$ cat src/design/vmem_pkg.sv
/* widths, map word layout and processor phases shared by the design
   map word is {access, write, phys_page}, single-level map only */
`default_nettype none

package vmem_pkg;

   localparam int PAGE_W   = 4;
   localparam int OFFSET_W = 8;
   localparam int PPAGE_W  = 3;
   localparam int WORD_W   = 16;

   typedef logic [PAGE_W+OFFSET_W-1:0]  vaddr_t;
   typedef logic [PAGE_W-1:0]           page_t;
   typedef logic [PPAGE_W-1:0]          ppage_t;
   typedef logic [PPAGE_W+OFFSET_W-1:0] paddr_t;
   typedef logic [WORD_W-1:0]           word_t;
   typedef logic [PPAGE_W+1:0]          map_entry_t;

   // flags sit just above the physical page
   localparam int MAP_WRITE_BIT  = PPAGE_W;
   localparam int MAP_ACCESS_BIT = PPAGE_W + 1;

   // processor phase ring in ring order
   typedef enum logic [1:0]
   {
      st_alu,
      st_write,
      st_fetch,
      st_prefetch
   } cpu_state_t;

endpackage

`default_nettype wire

$ cat src/design/vmem_ctrl.sv
/* memory cycle control: prepare, start, check, then a read or write cycle
   a request is taken once in the alu phase and must be held until
   done or fault, then dropped for a cycle before the next one */
`timescale 1ns/100ps
`default_nettype none

module vmem_ctrl
(
   input  wire                       clk,
   input  wire                       reset,
   input  wire vmem_pkg::cpu_state_t state,
   input  wire                       mem_rd,
   input  wire                       mem_wr,
   input  wire                       access_ok,
   input  wire                       write_ok,
   input  wire                       memack,
   output logic                      memprepare,
   output logic                      memstart,
   output logic                      memcheck,
   output logic                      memrq,
   output logic                      rdcyc,
   output logic                      wrcyc,
   output logic                      vmaok,
   output logic                      mbusy,
   output logic                      waiting
);
   import vmem_pkg::*;

   logic memop;
   logic taken;
   logic pfr;
   logic pfw;
   logic check_end;

   assign memop = mem_rd | mem_wr;

   // held request counts once and is rearmed when it drops
   always_ff @(posedge clk)
   begin
      if (reset || !memop)
         taken <= 1'b0;
      else if (state == st_alu)
         taken <= 1'b1;
   end

   // prepare spans the alu and write phases
   always_ff @(posedge clk)
   begin
      if (reset)
         memprepare <= 1'b0;
      else
         memprepare <= ((state == st_alu) && memop && !taken) ||
                       ((state == st_write) && memprepare);
   end

   // map read then map check
   always_ff @(posedge clk)
   begin
      if (reset)
      begin
         memstart <= 1'b0;
         memcheck <= 1'b0;
      end
      else
      begin
         memstart <= (state != st_alu) && memprepare;
         memcheck <= memstart;
      end
   end

   assign pfr = access_ok & ~wrcyc;
   assign pfw = access_ok & write_ok & wrcyc;

   // last check cycle where the cycle flags are valid
   assign check_end = memcheck & ~memstart;

   always_ff @(posedge clk)
   begin
      if (reset)
         vmaok <= 1'b0;
      else if (memcheck)
         vmaok <= pfr | pfw;
   end

   always_ff @(posedge clk)
   begin
      if (reset)
      begin
         rdcyc <= 1'b0;
         wrcyc <= 1'b0;
      end
      else if ((state == st_fetch || state == st_prefetch) && memstart && memcheck)
      begin
         rdcyc <= mem_rd;
         wrcyc <= mem_wr;
      end
      else if ((!memrq && !memprepare && !memstart) || memack)
      begin
         rdcyc <= 1'b0;
         wrcyc <= 1'b0;
      end
   end

   assign memrq = mbusy | (check_end & (pfr | pfw));

   always_ff @(posedge clk)
   begin
      if (reset || memack)
         mbusy <= 1'b0;
      else if (check_end && (pfr || pfw))
         mbusy <= 1'b1;
   end

   assign waiting = memrq & mbusy;

   a_one_cycle_kind: assert property (@(posedge clk) disable iff (reset)
      !(rdcyc && wrcyc));

   // memory answers only a cycle this block opened
   a_ack_when_busy: assert property (@(posedge clk) disable iff (reset)
      memack |-> mbusy);

endmodule

`default_nettype wire

$ cat config.mk
export PLATFORM = sky130hd
export DESIGN_NAME = vmem_ctrl
export DESIGN_NICKNAME = d
export VERILOG_FILES = /design/src/design/vmem_pkg.sv /design/src/design/vmem_ctrl.sv
export SDC_FILE = /design/constraint.sdc
export NUM_CORES = 1
export LEC_CHECK = 0
export ABC_AREA = 1
export BUFFER_PORTS_ARGS = -buffer_cell sky130_fd_sc_hd__buf_2
export CAP_MARGIN = 25
export CELL_PAD_IN_SITES_DETAIL_PLACEMENT = 1
export CELL_PAD_IN_SITES_GLOBAL_PLACEMENT = 2
export CORE_MARGIN = 1
export CORE_UTILIZATION = 20
export CTS_CLUSTER_DIAMETER = 120
export DETAILED_ROUTE_END_ITERATION = 12
export PLACE_DENSITY_LB_ADDON = 0.2
export SLEW_MARGIN = 5
export SYNTH_ARGS = -nofsm -noshare
export SYNTH_HDL_FRONTEND = slang
export SYNTH_SLANG_ARGS = --single-unit
$ cat constraint.sdc
create_clock -name clk -period 0.9 [get_ports clk]
set_input_delay 0.135 -clock clk [delete_from_list [all_inputs] [get_ports clk]]
set_output_delay 0.135 -clock clk [all_outputs]
set_load 0.01 [all_outputs]
==> flow_summary.json, run 1 <==
{
  "grt_pass1_wl_um": 1460,
  "critPathCaptureType": "primary output",
  "gr-total-overflow": 0,
  "ctsHoldBuffers": 0,
  "leakagePower_nw": 0.265,
  "setup_ws_ps": -234,
  "cts_buffers": 3,
  "slowest_delay_ps": 330,
  "failed_checks": "negative setup slack",
  "yosysTopAreaCellShare": 0.478,
  "post_dp_cell_area_um2": 442,
  "hpwl_um": 666,
  "min_period_ps": 1130,
  "finalMaxSlewViolations": 0,
  "via_per_inst": 4.42,
  "worstPathCellList": "nand2_1 > inv_1 > nand2_2 > o21ai_2 > buf_2",
  "slew_headroom": 0.888,
  "antenna_found_initial": 0,
  "ant_nets": 0,
  "diodes": 0,
  "ys_seq_area_frac": 0.478,
  "yosysWarningCount": 0,
  "core_area_um2": 1540,
  "syn2layout_area_growth_pct": 61.6,
  "syn_inst": 45,
  "syn_area_um2": 335,
  "routed_wl_um": 891,
  "crit_family": "flip-flops",
  "fp.dieW_um": 42.9,
  "synth_area_leader_cell": "dfxtp_1",
  "hold_class": "in -> reg",
  "fmax_ghz": 0.882,
  "cp.arrival_ps": 1000,
  "dr.pass1.iters": 4,
  "die_h_um": 42.9,
  "avgSynthCellArea_um2": 7.45,
  "layout_common_cells": "buf_2 (15), inv_1 (8), nand2_1 (5)",
  "worst_ep_required_time_ps": 760,
  "startpoint_type": "flop",
  "ys_ff_latch": 8,
  "status": "finished with violations",
  "grt_setup_unrepaired": "yes",
  "nNetsFinal": 79,
  "cts_sinks": 8,
  "cts_tree": "yes",
  "crit_slowest_cell": "dfxtp_2",
  "drt_iter0_drc": 3,
  "ir_worst_vdd_uv": 711,
  "final_common_cell": "buf_2",
  "grt_pass1_vias": 352,
  "critPathMaxFanout": 3,
  "pin_count": 18,
  "synthTopCellsByArea": "dfxtp_1 (48%), inv_1 (10%), nand2_1 (6.7%), a21oi_1 (6.0%), nand3_1 (4.5%)",
  "drive_gt1_frac": 0.559,
  "clk_pin_slew_worst_paths_ps": 50,
  "tightest_slew_ps": 167,
  "yosysUniqueCellTypes": 14,
  "num_vias": 371,
  "port_buffers": 17,
  "die_area_um2": 1840,
  "grtUsageTotal": 0.112,
  "setup_viol": 5,
  "skew_ps": 0.884,
  "path_buf_inv": 2,
  "stdcell_area_um2": 542,
  "fin_util": 0.351,
  "std_cell_rows": 14,
  "cts_max_path_buffers": 2,
  "p_total_w": 0.000707,
  "syn_nets": 54,
  "routabilityCongestion": 0.611,
  "grt_start_max_net_pins": 9,
  "wl_per_cell_um": 10.6,
  "route.detailed.drc": 0,
  "clockRootBuffer": "clkbuf_4",
  "drv_cap": 0,
  "fin_setup_tns_ps": -612,
  "finalCritPeriodShare": 1.26,
  "hold_violations": 0,
  "h-tree-depth": 1,
  "critPathKind": "reg -> out",
  "insertion_delay_ps": 250,
  "initial_utilization": 0.218,
  "p_per_area_nw_per_um2": 1300
}
-- cell type report --
type / count / area, um2
multi-input cells: 26 / 158
well taps: 16 / 20.0
inverters: 9 / 33.8
clock buffers: 3 / 22.5
fillers: 199 / 1000
flip-flops and latches: 8 / 169
repair buffers: 22 / 139
-- flip-flops by register name (all words and copies together) (netlist names) --
| name | count |
|---|---|
| rdcyc | 1 |
| taken | 1 |
| wrcyc | 1 |
| memprepare | 1 |
| memcheck | 1 |
| memstart | 1 |
| mbusy | 1 |
| vmaok | 1 |
-- worst register-to-register path, delay by kind of cell, from the launching register on --
kind,cells,cell delay [ps]
AND/OR/NAND/NOR,3,170
AO/OA/AOI/OAI,1,130
buffers and inverters,3,300
flip-flops,1,320
-- what timing repair did --
action	CTS	global route
setup buffers	1	3
setup endpoints to repair	3	9
resized for setup	5	9
pin swaps	0	4
-- kinds of logic (layout without fill, tap and decap cells) --
logic type	count (synthesis)	in the layout	share of synthesized area
and+or+nand+nor	20	20	0.298
buffers and inverters	11	34	0.123
DFF	8	8	0.478
AOI/OAI and AO/OA	6	6	0.101
-- per-layer routing --
metal / part of all wire / vias to the layer above / wire length, um / track usage
met5: 0 / - / 0 / 0
met4: 0.016 / 0 / 14 / 0.0545
met3: 0.066 / 2 / 59 / 0.0681
met2: 0.50 / 12 / 449 / 0.179
met1: 0.41 / 167 / 367 / 0.116
li1: - / 190 / - / -
-- metrics by stage --
step           hold slack [ps]  std cells  setup slack (ps)
4_1_cts                   58.1         81              -236
3_3_place_gp               336         77              16.7
5_1_grt                   54.8         84              -302
3_5_place_dp               335         77              15.3
6_report                  68.0         84              -234
2_1_floorplan              206         45             -10.8
-- worst paths after layout --
| kind | from | end | slack, ps | cells after the start |
|---|---|---|---|---|
| max | memcheck$_SDFF_PP0_ | memrq | -230 | 5 |
| min | memack | mbusy$_SDFFE_PP0P_ | 70 | 2 |
| max reg2reg | memcheck$_SDFF_PP0_ | wrcyc$_SDFFE_PP0P_ | -90 | 7 |
| min reg2reg | vmaok$_SDFFE_PP0P_ | vmaok$_SDFFE_PP0P_ | 470 | 2 |
-- Yosys cell counts (all sizes together) --
cell	n
inv	9
dfxtp	8
nand2	7
a21oi	4
nor2	4
nand3	3
nor3	3
clkbuf	2
o21ai	2
nand3b	1
nand4	1
nor3b	1
-- report_power, final --
group / leakage, nW / internal (W) / switching [W]
clock network: 0.0138 / 0.000153 / 0.000122
logic: 0.184 / 0.0000300 / 0.0000388
registers: 0.0675 / 0.000359 / 0.00000437
total: 0.265 / 0.000542 / 0.000165
Power figures use the tool's default switching activity.
==> run 2: changes to the inputs <==
--- a/config.mk
+++ b/config.mk
@@ -5,7 +5,6 @@
 export SDC_FILE = /design/constraint.sdc
 export NUM_CORES = 1
 export LEC_CHECK = 0
-export ABC_AREA = 1
 export BUFFER_PORTS_ARGS = -buffer_cell sky130_fd_sc_hd__buf_2
 export CAP_MARGIN = 25
 export CELL_PAD_IN_SITES_DETAIL_PLACEMENT = 1
==> flow_summary.json, run 2 <==
{
  "synth-compound-area-share": 0.138,
  "yosysTopAreaCellShare": 0.492,
  "final_common_cell": "buf_6",
  "slew_headroom": 0.880,
  "num_vias": 401,
  "synth-edff-count": 0,
  "port_buffers": 17,
  "grt_setup_unrepaired": "yes",
  "skew_ps": 2.52,
  "fp.dieW_um": 42.3,
  "insertion_delay_ps": 250,
  "yosys.area_share.simple": 0.319,
  "drv_cap": 0,
  "regArea_um2": 169,
  "via_per_inst": 4.56,
  "setup_viol": 9,
  "min_period_ps": 1190,
  "async_flop_share": 0,
  "clk_pin_slew_worst_paths_ps": 60,
  "die_h_um": 42.3,
  "hold_violations": 0,
  "crit_slowest_cell": "dfxtp_2",
  "cts_sinks": 8,
  "ant_nets": 0,
  "routed_wl_um": 998,
  "syn_area_um2": 325,
  "die_area_um2": 1790,
  "ctsHoldBuffers": 0,
  "critPathKind": "reg -> out",
  "routabilityCongestion": 0.673,
  "grt_pass1_wl_um": 1560,
  "ys_seq_area_frac": 0.492,
  "status": "finished with violations",
  "p_total_w": 0.000733,
  "startpoint_type": "flop",
  "std_cell_rows": 14,
  "finalMaxSlewViolations": 0,
  "syn_nets": 47,
  "synth_top_family_by_area": "simple AND/OR/NAND/NOR gates",
  "critPathCaptureType": "primary output",
  "initial_utilization": 0.216,
  "path_buf_inv": 3,
  "cts_tree": "yes",
  "setup_ws_ps": -287,
  "critPathMaxFanout": 2,
  "cts_buffers": 3,
  "grt_pass1_vias": 389,
  "worst_ep_required_time_ps": 760,
  "leakagePower_nw": 0.311,
  "diodes": 0,
  "pin_count": 18,
  "nNetsFinal": 83,
  "drive_gt1_frac": 0.667,
  "fill_cells": 187,
  "tightest_slew_ps": 179,
  "route.detailed.drc": 0,
  "dr.pass1.iters": 2,
  "fmax_ghz": 0.842,
  "hold_class": "in -> reg",
  "yosysWarningCount": 0,
  "clockRootBuffer": "clkbuf_4",
  "ir_worst_vdd_uv": 592,
  "synthAdderAreaFrac": 0,
  "syn2layout_area_growth_pct": 103,
  "grtUsageTotal": 0.122,
  "layout_common_cells": "buf_6 (13), buf_2 (11), buf_4 (9)",
  "gr-total-overflow": 0,
  "synthFlopType": "dfxtp_1",
  "synthTopCellsByArea": "dfxtp_1 (49%), nand3_1 (6.2%), nor2_1 (5.8%), nor3_1 (4.6%), a31oi_2 (3.8%)",
  "p_per_area_nw_per_um2": 1110,
  "synthTopCellsByCount": "dfxtp_1 (8), nor2_1 (5), nand3_1 (4)",
  "failed_checks": "negative setup slack",
  "synth.most_common_cell": "dfxtp_1",
  "avgSynthCellArea_um2": 8.56,
  "antenna_found_initial": 0,
  "cts_max_path_buffers": 2,
  "yosysUniqueCellTypes": 18,
  "crit_family": "flip-flops",
  "multi_input_area_um2": 174,
  "drt_iter0_drc": 2,
  "core_area_um2": 1510,
  "slowest_delay_ps": 320,
  "synth_area_leader_cell": "dfxtp_1",
  "cp.arrival_ps": 1050,
  "grt_start_max_net_pins": 7,
  "worstPathCellList": "buf_6 > a41oi_2 > inv_1 > buf_2",
  "whs_ps": 59.6,
  "ys_ff_latch": 8,
  "hpwl_um": 766,
  "wl_per_cell_um": 11.3,
  "h-tree-depth": 1,
  "syn_inst": 38,
  "synthXorXnorAreaFrac": 0,
  "finalCritPeriodShare": 1.32,
  "synth.mux.area_fraction": 0
}
-- run 2: worst reg2reg max path, delay by kind of cell, from the launching register on --
family                 cells  cell delay [ps]
AOI/OAI and AO/OA          2              260
and+or+nand+nor            1              320
buffers and inverters      1              130
DFF                        1              320
-- run 2: where the power goes --
part,internal [W],switching [W]
combinational,0.0000522,0.0000419
clock,0.000153,0.000123
sequential,0.000359,0.00000415
total,0.000564,0.000169
-- run 2: per-layer routing --
layer | global-route usage | part of all wire | up-vias
met1 | 0.133 | 0.41 | 188
met5 | 0 | 0 | -
met3 | 0.0647 | 0.057 | 0
met2 | 0.203 | 0.53 | 12
li1 | - | - | 201
met4 | 0.0375 | 0 | 0
-- run 2: cell type report --
| cell class | count | share of cell area |
|---|---|---|
| timing repair buffer | 33 | 0.406 |
| multi-input combinational | 26 | 0.263 |
| sequential | 8 | 0.255 |
| clock buffer | 3 | 0.0340 |
| tap | 16 | 0.0302 |
| inverter | 2 | 0.0113 |
-- run 2: timing repair --
item	in CTS	in global routing
endpoints found under the setup margin	9	11
setup buffers	6	2
gates resized for setup	16	8
pin swaps	1	1
endpoints found under the hold margin	0	0
-- run 2: per-stage QoR --
step                 util  worst slack, ps  cell area, um2  setup TNS (ps)  instances
CTS                 0.415             -272             626           -1340         87
global placement    0.326             -126             490            -339         78
global route        0.439             -329             662           -1860         88
finish              0.439             -287             662           -1520         88
detailed placement  0.326             -139             490            -362         78
floorplan               -             -134             327            -315         38
-- run 2: cells by family (layout without fill, tap and decap cells) --
group	Yosys count	count (layout)
buf+inv	4	38
simple gates	20	20
flops	8	8
compound gates	6	6
-- run 2: path summary, 6_finish.rpt --
check | from | to | slack (ps) | cells past startpoint
max | mbusy$_SDFFE_PP0P_ | memrq | -290 | 4
min | memack | mbusy$_SDFFE_PP0P_ | 60 | 2
max reg2reg | memstart$_SDFF_PP0_ | wrcyc$_SDFFE_PP0P_ | -230 | 4
min reg2reg | vmaok$_SDFFE_PP0P_ | vmaok$_SDFFE_PP0P_ | 470 | 2
==> run 3: changes to the inputs <==
--- a/config.mk
+++ b/config.mk
@@ -14,6 +14,7 @@
 export CTS_CLUSTER_DIAMETER = 120
 export DETAILED_ROUTE_END_ITERATION = 12
 export PLACE_DENSITY_LB_ADDON = 0.2
+export SETUP_SLACK_MARGIN = 0.15
 export SLEW_MARGIN = 5
 export SYNTH_ARGS = -nofsm -noshare
 export SYNTH_HDL_FRONTEND = slang
==> flow_summary.json, run 3 (synthesis results as in run 2) <==
{
  "cts_sinks": 8,
  "use_met3": 0.0647,
  "drive_gt1_frac": 0.757,
  "finalCritPeriodShare": 1.33,
  "ir_worst_vdd_uv": 633,
  "clk_pin_slew_worst_paths_ps": 50,
  "slowest_delay_ps": 320,
  "critPathMaxFanout": 2,
  "fill_cells": 175,
  "fin_setup_tns_ps": -1580,
  "fin_cells": 90,
  "failed_checks": "negative setup slack",
  "grtUsageTotal": 0.128,
  "cp.arrival_ps": 1060,
  "fp.dieW_um": 42.3,
  "layout_common_cells": "buf_6 (19), buf_2 (8), buf_4 (8)",
  "finalMaxSlewViolations": 0,
  "h-tree-depth": 1,
  "clockRootBuffer": "clkbuf_4",
  "ctsHoldBuffers": 0,
  "via_per_inst": 4.59,
  "diodes": 0,
  "setup_ws_ps": -297,
  "die_area_um2": 1790,
  "grt_start_max_net_pins": 7,
  "cts_tree": "yes",
  "nNetsFinal": 85,
  "routed_wl_um": 1110,
  "dr.pass1.iters": 3,
  "crit_family": "flip-flops",
  "drt_iter0_drc": 1,
  "syn2layout_area_growth_pct": 125,
  "slew_headroom": 0.876,
  "p_per_area_nw_per_um2": 1000,
  "cts_max_path_buffers": 2,
  "fmax_ghz": 0.835,
  "tightest_slew_ps": 185,
  "hpwl_um": 766,
  "final_common_cell": "buf_6",
  "post_dp_cell_area_um2": 490,
  "die_h_um": 42.3,
  "hold_class": "in -> reg",
  "gr-total-overflow": 0,
  "crit_top_cell": "buf_6",
  "num_vias": 413,
  "wl_per_cell_um": 12.3,
  "stdcell_area_um2": 733,
  "crit_slowest_cell": "dfxtp_2",
  "worstPathCellList": "buf_6 > a41oi_2 > inv_1 > buf_6",
  "path_buf_inv": 3,
  "std_cell_rows": 14,
  "critPathCaptureType": "primary output",
  "initial_utilization": 0.216,
  "place_inst": 78,
  "skew_ps": 1.46,
  "startpoint_type": "flop",
  "port_buffers": 17,
  "core_area_um2": 1510,
  "routabilityCongestion": 0.673,
  "setup_viol": 10,
  "critPathKind": "reg -> out",
  "leakagePower_nw": 0.331,
  "hold_violations": 0,
  "pin_count": 18,
  "worst_ep_required_time_ps": 760,
  "grt_use_met1": 0.147,
  "gr-usage-met2": 0.209,
  "grt-busiest-layer": "met2",
  "cts_buffers": 3,
  "status": "finished with violations",
  "ant_nets": 0,
  "min_period_ps": 1200,
  "insertion_delay_ps": 250,
  "drv_cap": 0,
  "grt_pass1_vias": 387,
  "antenna_found_initial": 0,
  "fin_util": 0.487,
  "grt_pass1_wl_um": 1640,
  "route.detailed.drc": 0,
  "grt_setup_unrepaired": "yes"
}
## run 3: worst paths after layout
kind | start | end | cells after the start | slack, ps
worst max-delay path | mbusy$_SDFFE_PP0P_ | memrq | 4 | -300
worst min-delay path | memack | mbusy$_SDFFE_PP0P_ | 2 | 60
worst max register to register | memstart$_SDFF_PP0_ | wrcyc$_SDFFE_PP0P_ | 4 | -220
worst min register to register | rdcyc$_SDFFE_PP0P_ | rdcyc$_SDFFE_PP0P_ | 2 | 480
## run 3: metal layers
layer,vias to the layer above,wire length (um)
met5,-,0
met4,0,0
met3,0,56
met2,12,584
met1,196,465
li1,205,-
## run 3: what timing repair did
| item | 4_1_cts | 5_1_grt |
|---|---|---|
| buffers inserted | 6 | 3 |
| pin swaps | 3 | 2 |
| resized for setup | 28 | 9 |
| endpoints found under the setup margin | 14 | 15 |
## run 3: cell type report
| class | count | area, um2 | area share |
|---|---|---|---|
| inverters | 2 | 7.51 | 0.0102 |
| flip-flops and latches | 8 | 174 | 0.237 |
| repair buffers | 35 | 314 | 0.428 |
| well taps | 16 | 20.0 | 0.0273 |
| clock buffers | 3 | 22.5 | 0.0307 |
| multi-input cells | 26 | 195 | 0.266 |
## run 3: through the flow
stage,hold slack [ps],total power [W],setup slack (ps)
2_1_floorplan,205,0.000402,-134
3_3_place_gp,328,0.000445,-126
3_5_place_dp,325,0.000446,-139
4_1_cts,47.7,0.000742,-272
5_1_grt,48.0,0.000771,-335
6_report,60.8,0.000734,-297
## run 3: power breakdown
group          switching [W]  total, W  internal [W]  leakage, nW
Sequential        0.00000438  0.000361      0.000356       0.0688
Combinational      0.0000456  0.000101     0.0000557        0.249
Clock               0.000120  0.000272      0.000152       0.0138
