==> config.mk <==
export PLATFORM = sky130hd
export DESIGN_NAME = vmem_map
export DESIGN_NICKNAME = d
export VERILOG_FILES = /design/src/design/vmem_pkg.sv /design/src/design/vmem_map.sv
export SDC_FILE = /design/constraint.sdc
export NUM_CORES = 1
export LEC_CHECK = 0
export ABC_AREA = 1
export BUFFER_PORTS_ARGS = -buffer_cell sky130_fd_sc_hd__buf_2
export CAP_MARGIN = 20
export CORE_MARGIN = 5
export CORE_UTILIZATION = 50
export DETAILED_ROUTE_END_ITERATION = 10
export PLACE_DENSITY = 0.74
export SKIP_CTS_REPAIR_TIMING = 1
export SYNTH_ARGS = -nofsm -noshare
export SYNTH_HDL_FRONTEND = slang
export SYNTH_SLANG_ARGS = --single-unit
==> constraint.sdc <==
create_clock -name clk -period 3.94 [get_ports clk]
set_input_delay 0.591 -clock clk [delete_from_list [all_inputs] [get_ports clk]]
set_output_delay 0.591 -clock clk [all_outputs]
set_load 0.01 [all_outputs]
==> src/design/vmem_pkg.sv <==
/* widths, map word layout and processor phases shared by the design
   map word is {access, write, phys_page}, single-level map only */
`default_nettype none

package vmem_pkg;

   localparam int PAGE_W   = 4;
   localparam int OFFSET_W = 8;
   localparam int PPAGE_W  = 3;
   localparam int WORD_W   = 16;

   typedef logic [PAGE_W+OFFSET_W-1:0]  vaddr_t;
   typedef logic [PAGE_W-1:0]           page_t;
   typedef logic [PPAGE_W-1:0]          ppage_t;
   typedef logic [PPAGE_W+OFFSET_W-1:0] paddr_t;
   typedef logic [WORD_W-1:0]           word_t;
   typedef logic [PPAGE_W+1:0]          map_entry_t;

   // flags sit just above the physical page
   localparam int MAP_WRITE_BIT  = PPAGE_W;
   localparam int MAP_ACCESS_BIT = PPAGE_W + 1;

   // processor phase ring in ring order
   typedef enum logic [1:0]
   {
      st_alu,
      st_write,
      st_fetch,
      st_prefetch
   } cpu_state_t;

endpackage

`default_nettype wire

==> src/design/vmem_map.sv <==
/* 16-entry page map, async read, sync write
   after reset it sweeps all entries to invalid over 16 cycles;
   map writes must wait until the sweep is over */
`timescale 1ns/100ps
`default_nettype none

module vmem_map
(
   input  wire                  clk,
   input  wire                  reset,
   input  wire                  map_wr,
   input  wire vmem_pkg::page_t map_page,
   input  wire vmem_pkg::map_entry_t map_data,
   input  wire vmem_pkg::page_t page,
   output logic                 access_ok,
   output logic                 write_ok,
   output vmem_pkg::ppage_t     phys_page
);
   import vmem_pkg::*;

   localparam int ENTRIES = 2 ** PAGE_W;

   map_entry_t map_ram [ENTRIES];
   map_entry_t entry;
   page_t      sweep_page;
   logic       sweeping;

   // sweep pointer steps one entry per cycle
   always_ff @(posedge clk)
   begin
      if (reset)
      begin
         sweeping   <= 1'b1;
         sweep_page <= '0;
      end
      else if (sweeping)
      begin
         sweep_page <= sweep_page + 1'b1;
         if (sweep_page == page_t'(ENTRIES - 1))
            sweeping <= 1'b0;
      end
   end

   // sweep has the port while it runs
   always_ff @(posedge clk)
   begin
      if (sweeping)
         map_ram[sweep_page] <= '0;
      else if (map_wr)
         map_ram[map_page] <= map_data;
   end

   // lookup for the page under access
   assign entry     = map_ram[page];
   assign access_ok = entry[MAP_ACCESS_BIT];
   assign write_ok  = entry[MAP_WRITE_BIT];
   assign phys_page = entry[PPAGE_W-1:0];

   // loader must wait out the sweep
   a_no_write_in_sweep: assert property (@(posedge clk) disable iff (reset)
      sweeping |-> !map_wr);

endmodule

`default_nettype wire

==> results.json, run 1 <==
{
  "drc_errors": 0,
  "ys.flop_type": "edfxtp_1",
  "slew_headroom_pct": 34.1,
  "grt_max_degree": 41,
  "crit_buf_inv": 3,
  "path_class": "in -> out",
  "worst_path_max_delay_cell": "inv_1",
  "via_count": 2638,
  "path_max_fanout": 21,
  "synth_warnings": 0,
  "async_flop_share_pct": 0,
  "ys_ff_latch": 85,
  "postPlaceCellArea_mm2": 0.00407,
  "synth.area.top_cells": "edfxtp_1 (62%), nand2_1 (11%), nand3_1 (7.8%)",
  "area_growth_pct": 11.5,
  "finalCritPeriodShare_pct": 64.1,
  "slew_violations": 0,
  "grt_usage_pct": 17.7,
  "pwr_density_cell_mw_per_mm2": 440,
  "synth_commonest_cells": "nand2_1 (110), edfxtp_1 (80), inv_1 (75), nand3_1 (60), nor2_1 (24)",
  "cts_root_buf": "clkbuf_8",
  "avgSynthCellArea_um2": 9.66,
  "drive_gt1_share_pct": 13.6,
  "gp_congestion": 0.843,
  "clk_pin_slew_ns": 0.08,
  "synthesis.area_mm2": 0.00387,
  "grt_pass1_vias": 2602,
  "cts_buffers": 9,
  "finalCriticalPeriod_ns": 2.52,
  "io_buffers": 20,
  "grt_pass1_wl_um": 13200,
  "detail_route.wirelength_um": 7970,
  "path_cells": "buf_2 -> inv_1 -> nand3_1 -> nand3_1 -> nand3_1 -> nand2_1 -> buf_2",
  "initial_core_util_pct": 50.7,
  "clock.fmax_mhz": 396,
  "top_layer_used": "met4",
  "start_kind": "input pin",
  "pre_cts_slack_ns": 1.41,
  "ios": 21,
  "arrival_ns": 1.93,
  "outcome": "complete, no violations",
  "antenna_found_initial": 0,
  "cts_tree": "yes",
  "chipHeight_um": 98.0,
  "required_ns": 3.35,
  "hold_viol_final": 0,
  "worstMarginPinSlew_ns": 0.985,
  "timing.setup.tns_ns": 0,
  "synth_cell_type_count": 22,
  "synth_top_area_share_pct": 62.0,
  "worst_setup_path_end_kind": "primary output",
  "synth-seq-area-share_pct": 64.6,
  "first_pass_iters": 5,
  "ir_drop_v": 0.000205,
  "syn_inst": 401,
  "insertion_delay_ns": 0.35,
  "drt_first_iter_violations": 216,
  "layout.nets": 439,
  "cp_slowest_stage_delay_ns": 0.40,
  "wl_met1_um": 3640,
  "max_cap_viol_count": 0,
  "vias_per_cell": 5.00,
  "fin_area_mm2": 0.00432,
  "min_path_type": "in -> reg",
  "setup_viol": 0,
  "die_w_um": 98.0,
  "yosysMostFrequentCell": "nand2_1",
  "core_mm2": 0.00765,
  "drtAntennaViolNets": 0,
  "fin_util_pct": 56.5,
  "wl_met3_um": 446,
  "n_antenna_cell": 0,
  "wl_met2_um": 3760,
  "dpl.hpwl_um": 5440,
  "grt_overflow_total": 0,
  "syn-num-nets": 418,
  "leakagePower_nw": 1.92,
  "fin_total_pwr_w": 0.00190,
  "wl_per_cell_um": 15.1,
  "die_area_mm2": 0.00961,
  "critPathTopFamily": "buffers and inverters",
  "crit_path_frequent_cell": "nand3_1",
  "h-tree-depth": 3,
  "synth_edf_count": 80,
  "final.setup_skew_ns": 0.00200,
  "num_rows": 32,
  "clk_path_buf_depth": 2,
  "fin_ws_ns": 1.42,
  "clock-sinks": 85,
  "yosys.area.top_type": "edfxtp_1",
  "rsz0062_at_grt": "false"
}
==> sequential cells by signal, summed over array words and instances (netlist names) <==
signal	count
sweep_page	4
map_ram	80
sweeping	1
==> final cells by class <==
cell class / count / area, um2
clock inverter: 5 / 124
sequential: 85 / 2500
timing repair buffer: 25 / 145
clock buffer: 10 / 128
multi-input combinational: 219 / 985
fill: 689 / 3330
inverter: 82 / 308
tap: 102 / 128
==> worst paths after layout <==
| check | from | end | slack [ns] | depth (start not counted) |
|---|---|---|---|---|
| worst max-delay path | page[1] | phys_page[0] | 1.42 | 7 |
| worst min-delay path | reset | sweep_page[3]$_SDFFE_PP0P_ | 0.42 | 2 |
| worst max register to register | sweeping$_SDFF_PP1_ | map_ram[4][0]$_DFFE_PP_ | 2.06 | 6 |
| worst min register to register | sweep_page[1]$_SDFFE_PP0P_ | sweep_page[1]$_SDFFE_PP0P_ | 0.51 | 2 |
==> cell usage in the layout (no fill, tap or decap) <==
cell         n
a21oi_1      2
o21ai_2      3
nor2_1      24
or2_2        1
nand3_2      4
nand2_1    110
clkbuf_8     9
ha_1         1
xor2_1       1
o21ai_1      1
nand2_4      1
clkbuf_1     1
nand3_1     60
o21ai_0      2
dfxtp_1      5
bufinv_16    4
buf_4        3
buf_2       20
nand2_2      5
nor3_1       4
inv_1       75
inv_2        6
edfxtp_1    80
buf_6        2
clkinv_1     2
==> worst reg2reg max path: cells and delay by family (launching register included) <==
kind | cells | cell delay, ns
DFF | 1 | 0.41
buffers and inverters | 1 | 0.10
AOI/OAI and AO/OA | 1 | 0.19
and+or+nand+nor | 4 | 0.83
==> kinds of logic after synthesis <==
| logic type | after synthesis | synth area share, % |
|---|---|---|
| AND/OR/NAND/NOR | 209 | 23.5 |
| buffers and inverters | 97 | 9.98 |
| flip-flops | 85 | 64.6 |
| AO/OA/AOI/OAI | 8 | 1.32 |
| XOR/XNOR | 1 | 0.226 |
| adder cells (fa/ha/maj) | 1 | 0.323 |
==> metrics by stage <==
stage                     hold WS (ns)  std cells
final                            0.420        528
after global placement           0.486        510
after floorplan                  0.465        401
after detailed placement         0.505        513
after global routing             0.422        528
after CTS                        0.408        528
==> metal layers <==
layer  vias up  global-route usage [%]
li1       1310                       -
met1      1241                    24.5
met2        78                    27.8
met3         9                    2.93
met4         0                    7.35
met5         -                       0
==> where the power goes <==
| group | total [W] | switching [W] | internal (W) | leakage [nW] |
|---|---|---|---|---|
| sequential | 0.000998 | 0.00000574 | 0.000993 | 0.853 |
| clock | 0.000773 | 0.000293 | 0.000480 | 0.124 |
| combinational | 0.000127 | 0.0000869 | 0.0000400 | 0.941 |
No activity file was read; power rests on OpenSTA's default activity.
==> run 2, diff against run 1 <==
==> constraint.sdc (replaced) <==
create_clock -name clk -period 2.48 [get_ports clk]
set_input_delay 0.372 -clock clk [delete_from_list [all_inputs] [get_ports clk]]
set_output_delay 0.372 -clock clk [all_outputs]
set_load 0.01 [all_outputs]
==> run 2 against run 1 <==
  * Flip-flop and latch count unchanged
  * Cell area decreased by 0.38%
  * Clock power increased by 31%
  * Critical endpoint unchanged
  * Global-route usage increased by 0.33 points
  * Largest power group unchanged
  * Clock skew increased by 0.0078 ns
==> results.json, run 2 (synthesis gave the netlist of run 1 again) <==
{
  "outcome": "complete, no violations",
  "largest_register": "map_ram",
  "start_kind": "input pin",
  "startpoint": "page[0]",
  "grt_pass1_wl_um": 13400,
  "slew_headroom_pct": 58.9,
  "crit_path_frequent_cell": "nand3_1",
  "chipHeight_um": 98.0,
  "path_cells": "buf_2 -> inv_2 -> buf_12 -> nand2_1 -> nand3_1 -> nand3_1 -> nand3_1 -> nand2_1 -> buf_2",
  "worst_setup_path_end_kind": "primary output",
  "clock-sinks": 85,
  "layout_commonest_cell": "nand2_1",
  "max_cap_viol_count": 0,
  "reg.largest.list": "map_ram x80, sweep_page x4, sweeping x1",
  "timing.setup.tns_ns": 0,
  "r2r_setup_slack_ns": 0.57,
  "drive_gt1_share_pct": 14.9,
  "pwr_density_cell_mw_per_mm2": 652,
  "area_growth_pct": 11.1,
  "worst_path_max_delay_cell": "inv_2",
  "largest_reg_flops": 80,
  "num_rows": 32,
  "required_ns": 2.11,
  "ios": 21,
  "wl_per_cell_um": 15.5,
  "min_path_type": "in -> reg",
  "clock.fmax_mhz": 522,
  "setup_viol": 0,
  "most-common-layout-cells": "nand2_1 (110), edfxtp_1 (80), inv_1 (75)",
  "hold_depth": 2,
  "arrival_ns": 1.55,
  "die_area_mm2": 0.00961,
  "drc_errors": 0,
  "grt_pass1_vias": 2583,
  "final.setup_skew_ns": 0.00985,
  "dpl.hpwl_um": 5630,
  "initial_core_util_pct": 50.7,
  "die_w_um": 98.0,
  "cts_root_buf": "clkbuf_8",
  "r2r_cells": 5,
  "drtAntennaViolNets": 0,
  "core_mm2": 0.00765,
  "reg2reg_from": "sweeping$_SDFF_PP1_",
  "dpl.cell_count": 514,
  "vias_per_cell": 4.98,
  "worstMarginPinSlew_ns": 0.616,
  "cts_buffers": 9,
  "cts_tree": "yes",
  "grt_max_degree": 41,
  "drt_first_iter_violations": 207,
  "gp_congestion": 0.879,
  "finalCritPeriodShare_pct": 77.3,
  "n_antenna_cell": 0,
  "h-tree-depth": 3,
  "clk_pin_slew_ns": 0.09,
  "slew_violations": 0,
  "antenna_found_initial": 0,
  "clk_path_buf_depth": 2,
  "leakagePower_nw": 1.91,
  "layout.nets": 442,
  "ir_drop_v": 0.000277,
  "rsz0062_at_grt": "false",
  "finalCriticalPeriod_ns": 1.92,
  "holdPathEnd": "sweep_page[3]$_SDFFE_PP0P_",
  "cp_slowest_stage_delay_ns": 0.29,
  "path_max_fanout": 21,
  "insertion_delay_ns": 0.36,
  "path_class": "in -> out",
  "first_pass_iters": 5,
  "reg2reg_to": "map_ram[15][0]$_DFFE_PP_",
  "via_count": 2647,
  "grt_overflow_total": 0,
  "detail_route.wirelength_um": 8250,
  "n_fill_cell": 683,
  "io_buffers": 20,
  "fin_cells": 532,
  "grt_usage_pct": 18.0,
  "hold_viol_final": 0,
  "holdCritStartpoint": "reset"
}
-- run 2: changes by cell type in the layout (fill, tap and decap cells not counted) --
cell | previous run | this run
clkinv_4 | 0 | 3
inv_6 | 0 | 1
bufinv_16 | 4 | 1
buf_6 | 2 | 0
buf_12 | 0 | 1
clkbuf_1 | 1 | 0
clkinvlp_4 | 0 | 1
inv_8 | 0 | 1
clkinv_1 | 2 | 1
buf_4 | 3 | 7
-- run 2: worst max path at each step --
| stage | to | cells past startpoint |
|---|---|---|
| CTS | map_ram[15][0]$_DFFE_PP_ | 5 |
| global placement | phys_page[0] | 9 |
| detailed placement | map_ram[15][3]$_DFFE_PP_ | 5 |
| finish | phys_page[0] | 9 |
| floorplan | map_ram[11][0]$_DFFE_PP_ | 6 |
| global route | map_ram[14][4]$_DFFE_PP_ | 6 |
-- run 2: final cells by class --
cell class | count | area [um2] | share of cell area, %
sequential | 85 | 2500 | 58.2
multi-input combinational | 219 | 985 | 22.9
inverter | 82 | 308 | 7.15
timing repair buffer | 28 | 173 | 4.01
tap | 102 | 128 | 2.97
clock buffer | 9 | 124 | 2.88
clock inverter | 7 | 83.8 | 1.95
-- run 2: per-stage QoR --
stage | hold slack [ns] | util (%) | setup slack [ns] | instance area, um2 | power [W]
after detailed placement | 0.488 | 53.4 | 0.516 | 4080 | 0.00183
after global placement | 0.483 | 53.4 | 0.584 | 4080 | 0.00182
after global routing | 0.186 | 56.3 | 0.409 | 4300 | 0.00292
after floorplan | 0.444 | - | 0.976 | 3870 | 0.00176
final | 0.188 | 56.3 | 0.562 | 4300 | 0.00281
after CTS | 0.174 | 56.1 | 0.541 | 4290 | 0.00282
-- run 2: layer usage --
| metal | vias up | part of all wire (%) | global-route usage (%) |
|---|---|---|---|
| li1 | 1328 | - | - |
| met1 | 1223 | 46 | 26.3 |
| met2 | 86 | 46 | 26.9 |
| met3 | 10 | 6.7 | 4.36 |
| met4 | 0 | 1.0 | 5.54 |
| met5 | - | 0 | 0 |
-- run 2: power breakdown --
group / switching, W / internal (W) / total (W) / leakage, nW
combinational: 0.000142 / 0.0000674 / 0.000209 / 0.959
clock: 0.000530 / 0.000481 / 0.00101 / 0.102
sequential: 0.00000957 / 0.00158 / 0.00159 / 0.853
total: 0.000681 / 0.00213 / 0.00281 / 1.91
-- run 2: critical path, delay by kind of cell --
family	cells	cell delay [ns]
simple gates	5	0.41
buf+inv	4	0.75
==> run 3, diff against run 2 <==
--- a/config.mk
+++ b/config.mk
@@ -11,7 +11,7 @@
 export CORE_MARGIN = 5
 export CORE_UTILIZATION = 50
 export DETAILED_ROUTE_END_ITERATION = 10
-export PLACE_DENSITY = 0.74
+export PLACE_DENSITY = 0.77
 export SKIP_CTS_REPAIR_TIMING = 1
 export SYNTH_ARGS = -nofsm -noshare
 export SYNTH_HDL_FRONTEND = slang
==> constraint.sdc (replaced) <==
create_clock -name clk -period 1.7 [get_ports clk]
set_input_delay 0.255 -clock clk [delete_from_list [all_inputs] [get_ports clk]]
set_output_delay 0.255 -clock clk [all_outputs]
set_load 0.01 [all_outputs]
==> run 3 against run 2 <==
  * Setup slack lost 0.52 ns
  * Count of clock-buffer cells in the layout is the same
  * Via count grew 3.9%
  * Die area is the same
  * Routed wire length shrank 0.40%
  * Sequential share of layout area shrank 3.1 points
  * Flip-flop and latch count is the same
  * Clock power grew 65%
  * Combinational power grew 65%
  * Critical endpoint is now map_ram[3][0]$_DFFE_PP_
  * Largest power group unchanged
  * Highest routed layer unchanged
==> results.json, run 3 (synthesis gave the netlist of run 1 again) <==
{
  "outcome": "complete, no violations",
  "worstMarginPinSlew_ns": 0.332,
  "most-common-layout-cells": "nand2_1 (110), edfxtp_1 (80), inv_1 (75)",
  "via_count": 2751,
  "pwr_density_cell_mw_per_mm2": 952,
  "wl_per_cell_um": 14.9,
  "critPathTopFamily": "simple AND/OR/NAND/NOR gates",
  "die_w_um": 98.0,
  "drc_errors": 0,
  "grt_max_degree": 31,
  "area_growth_pct": 17.4,
  "worst_setup_path_end_kind": "flop",
  "finalCriticalPeriod_ns": 1.66,
  "hold_viol_final": 0,
  "detail_route.wirelength_um": 8220,
  "grt_overflow_total": 0,
  "dpl.hpwl_um": 5520,
  "antenna_found_initial": 0,
  "core_mm2": 0.00765,
  "finalCritPeriodShare_pct": 97.4,
  "grt_usage_pct": 18.2,
  "ios": 21,
  "reg.largest.list": "map_ram x80, sweep_page x4, sweeping x1",
  "n_fill_cell": 623,
  "slew_violations": 0,
  "final.setup_skew_ns": 0.0111,
  "largest_register": "map_ram",
  "h-tree-depth": 3,
  "n_antenna_cell": 0,
  "crit_buf_inv": 1,
  "grt_pass1_wl_um": 13400,
  "layout.nets": 460,
  "clk_pin_slew_ns": 0.08,
  "largest_reg_flops": 80,
  "grt_pass1_vias": 2720,
  "required_ns": 1.74,
  "cp_slowest_stage_delay_ns": 0.35,
  "fin_util_pct": 59.5,
  "drive_gt1_share_pct": 21.9,
  "arrival_ns": 1.69,
  "setup_viol": 0,
  "layout_commonest_cell": "nand2_1",
  "timing.setup.tns_ns": 0,
  "cts_buffers": 9,
  "rsz0062_at_grt": "true",
  "path_cells": "inv_2 -> nand2_4 -> o21ai_2 -> nand3_2 -> nor2_2",
  "first_pass_iters": 5,
  "io_buffers": 20,
  "clk_path_buf_depth": 2,
  "start_kind": "flop",
  "initial_core_util_pct": 50.7,
  "drtAntennaViolNets": 0,
  "cts_root_buf": "clkbuf_8",
  "path_class": "reg -> reg",
  "path_max_fanout": 13,
  "die_area_mm2": 0.00961,
  "insertion_delay_ns": 0.36,
  "cts_tree": "yes",
  "ir_drop_v": 0.000455,
  "gp_congestion": 0.881,
  "min_path_type": "in -> reg",
  "num_rows": 32,
  "slew_headroom_pct": 77.7,
  "worst_path_max_delay_cell": "dfxtp_2",
  "clock-sinks": 85,
  "vias_per_cell": 5.00,
  "clock.fmax_mhz": 604,
  "drt_first_iter_violations": 238,
  "leakagePower_nw": 2.05,
  "max_cap_viol_count": 0,
  "chipHeight_um": 98.0
}
run 3: changes by cell type in the layout (fill, tap and decap cells not counted), sizes merged:
cell      change
buf          +18
bufinv        +2
clkinvlp      -1
inv           -1
run 3: worst paths after layout:
path | from | cells past startpoint | to | slack, ns
max reg2reg | sweeping$_SDFF_PP1_ | 5 | map_ram[3][0]$_DFFE_PP_ | 0.04
min | reset | 2 | sweep_page[3]$_SDFFE_PP0P_ | 0.09
max | sweeping$_SDFF_PP1_ | 5 | map_ram[3][0]$_DFFE_PP_ | 0.04
min reg2reg | sweep_page[1]$_SDFFE_PP0P_ | 2 | sweep_page[1]$_SDFFE_PP0P_ | 0.51
run 3: layer usage:
layer,share of wire (%),up-vias,global-route usage (%),routed length [um]
li1,-,1354,-,-
met1,41,1279,22.3,3400
met2,50,99,30.6,4130
met3,6.4,19,5.00,522
met4,2.1,0,6.92,172
met5,0,-,0,0
run 3: layout make-up:
| type | instances | area [um2] | area share, % |
|---|---|---|---|
| sequential | 85 | 2500 | 55.1 |
| multi-input combinational | 219 | 1060 | 23.4 |
| timing repair buffer | 46 | 308 | 6.77 |
| inverter | 82 | 308 | 6.77 |
| tap | 102 | 128 | 2.81 |
| clock buffer | 9 | 124 | 2.72 |
| clock inverter | 7 | 113 | 2.48 |
run 3: report_power, final:
part           internal, W  leakage [nW]  switching, W
clock             0.000970         0.121      0.000698
combinational     0.000120          1.08      0.000224
sequential         0.00230         0.853     0.0000145
total              0.00339          2.05      0.000937
run 3: through the flow:
step | total power (W) | hold slack (ns) | instances | setup slack [ns] | instance area, um2
after floorplan | 0.00257 | 0.327 | 401 | 0.196 | 3870
after global placement | 0.00267 | 0.450 | 534 | 0.107 | 4230
after detailed placement | 0.00268 | 0.461 | 534 | 0.0154 | 4230
after CTS | 0.00432 | 0.0751 | 550 | -0.0238 | 4470
after global routing | 0.00449 | 0.0719 | 550 | -0.0398 | 4550
final | 0.00433 | 0.0852 | 550 | 0.0437 | 4550
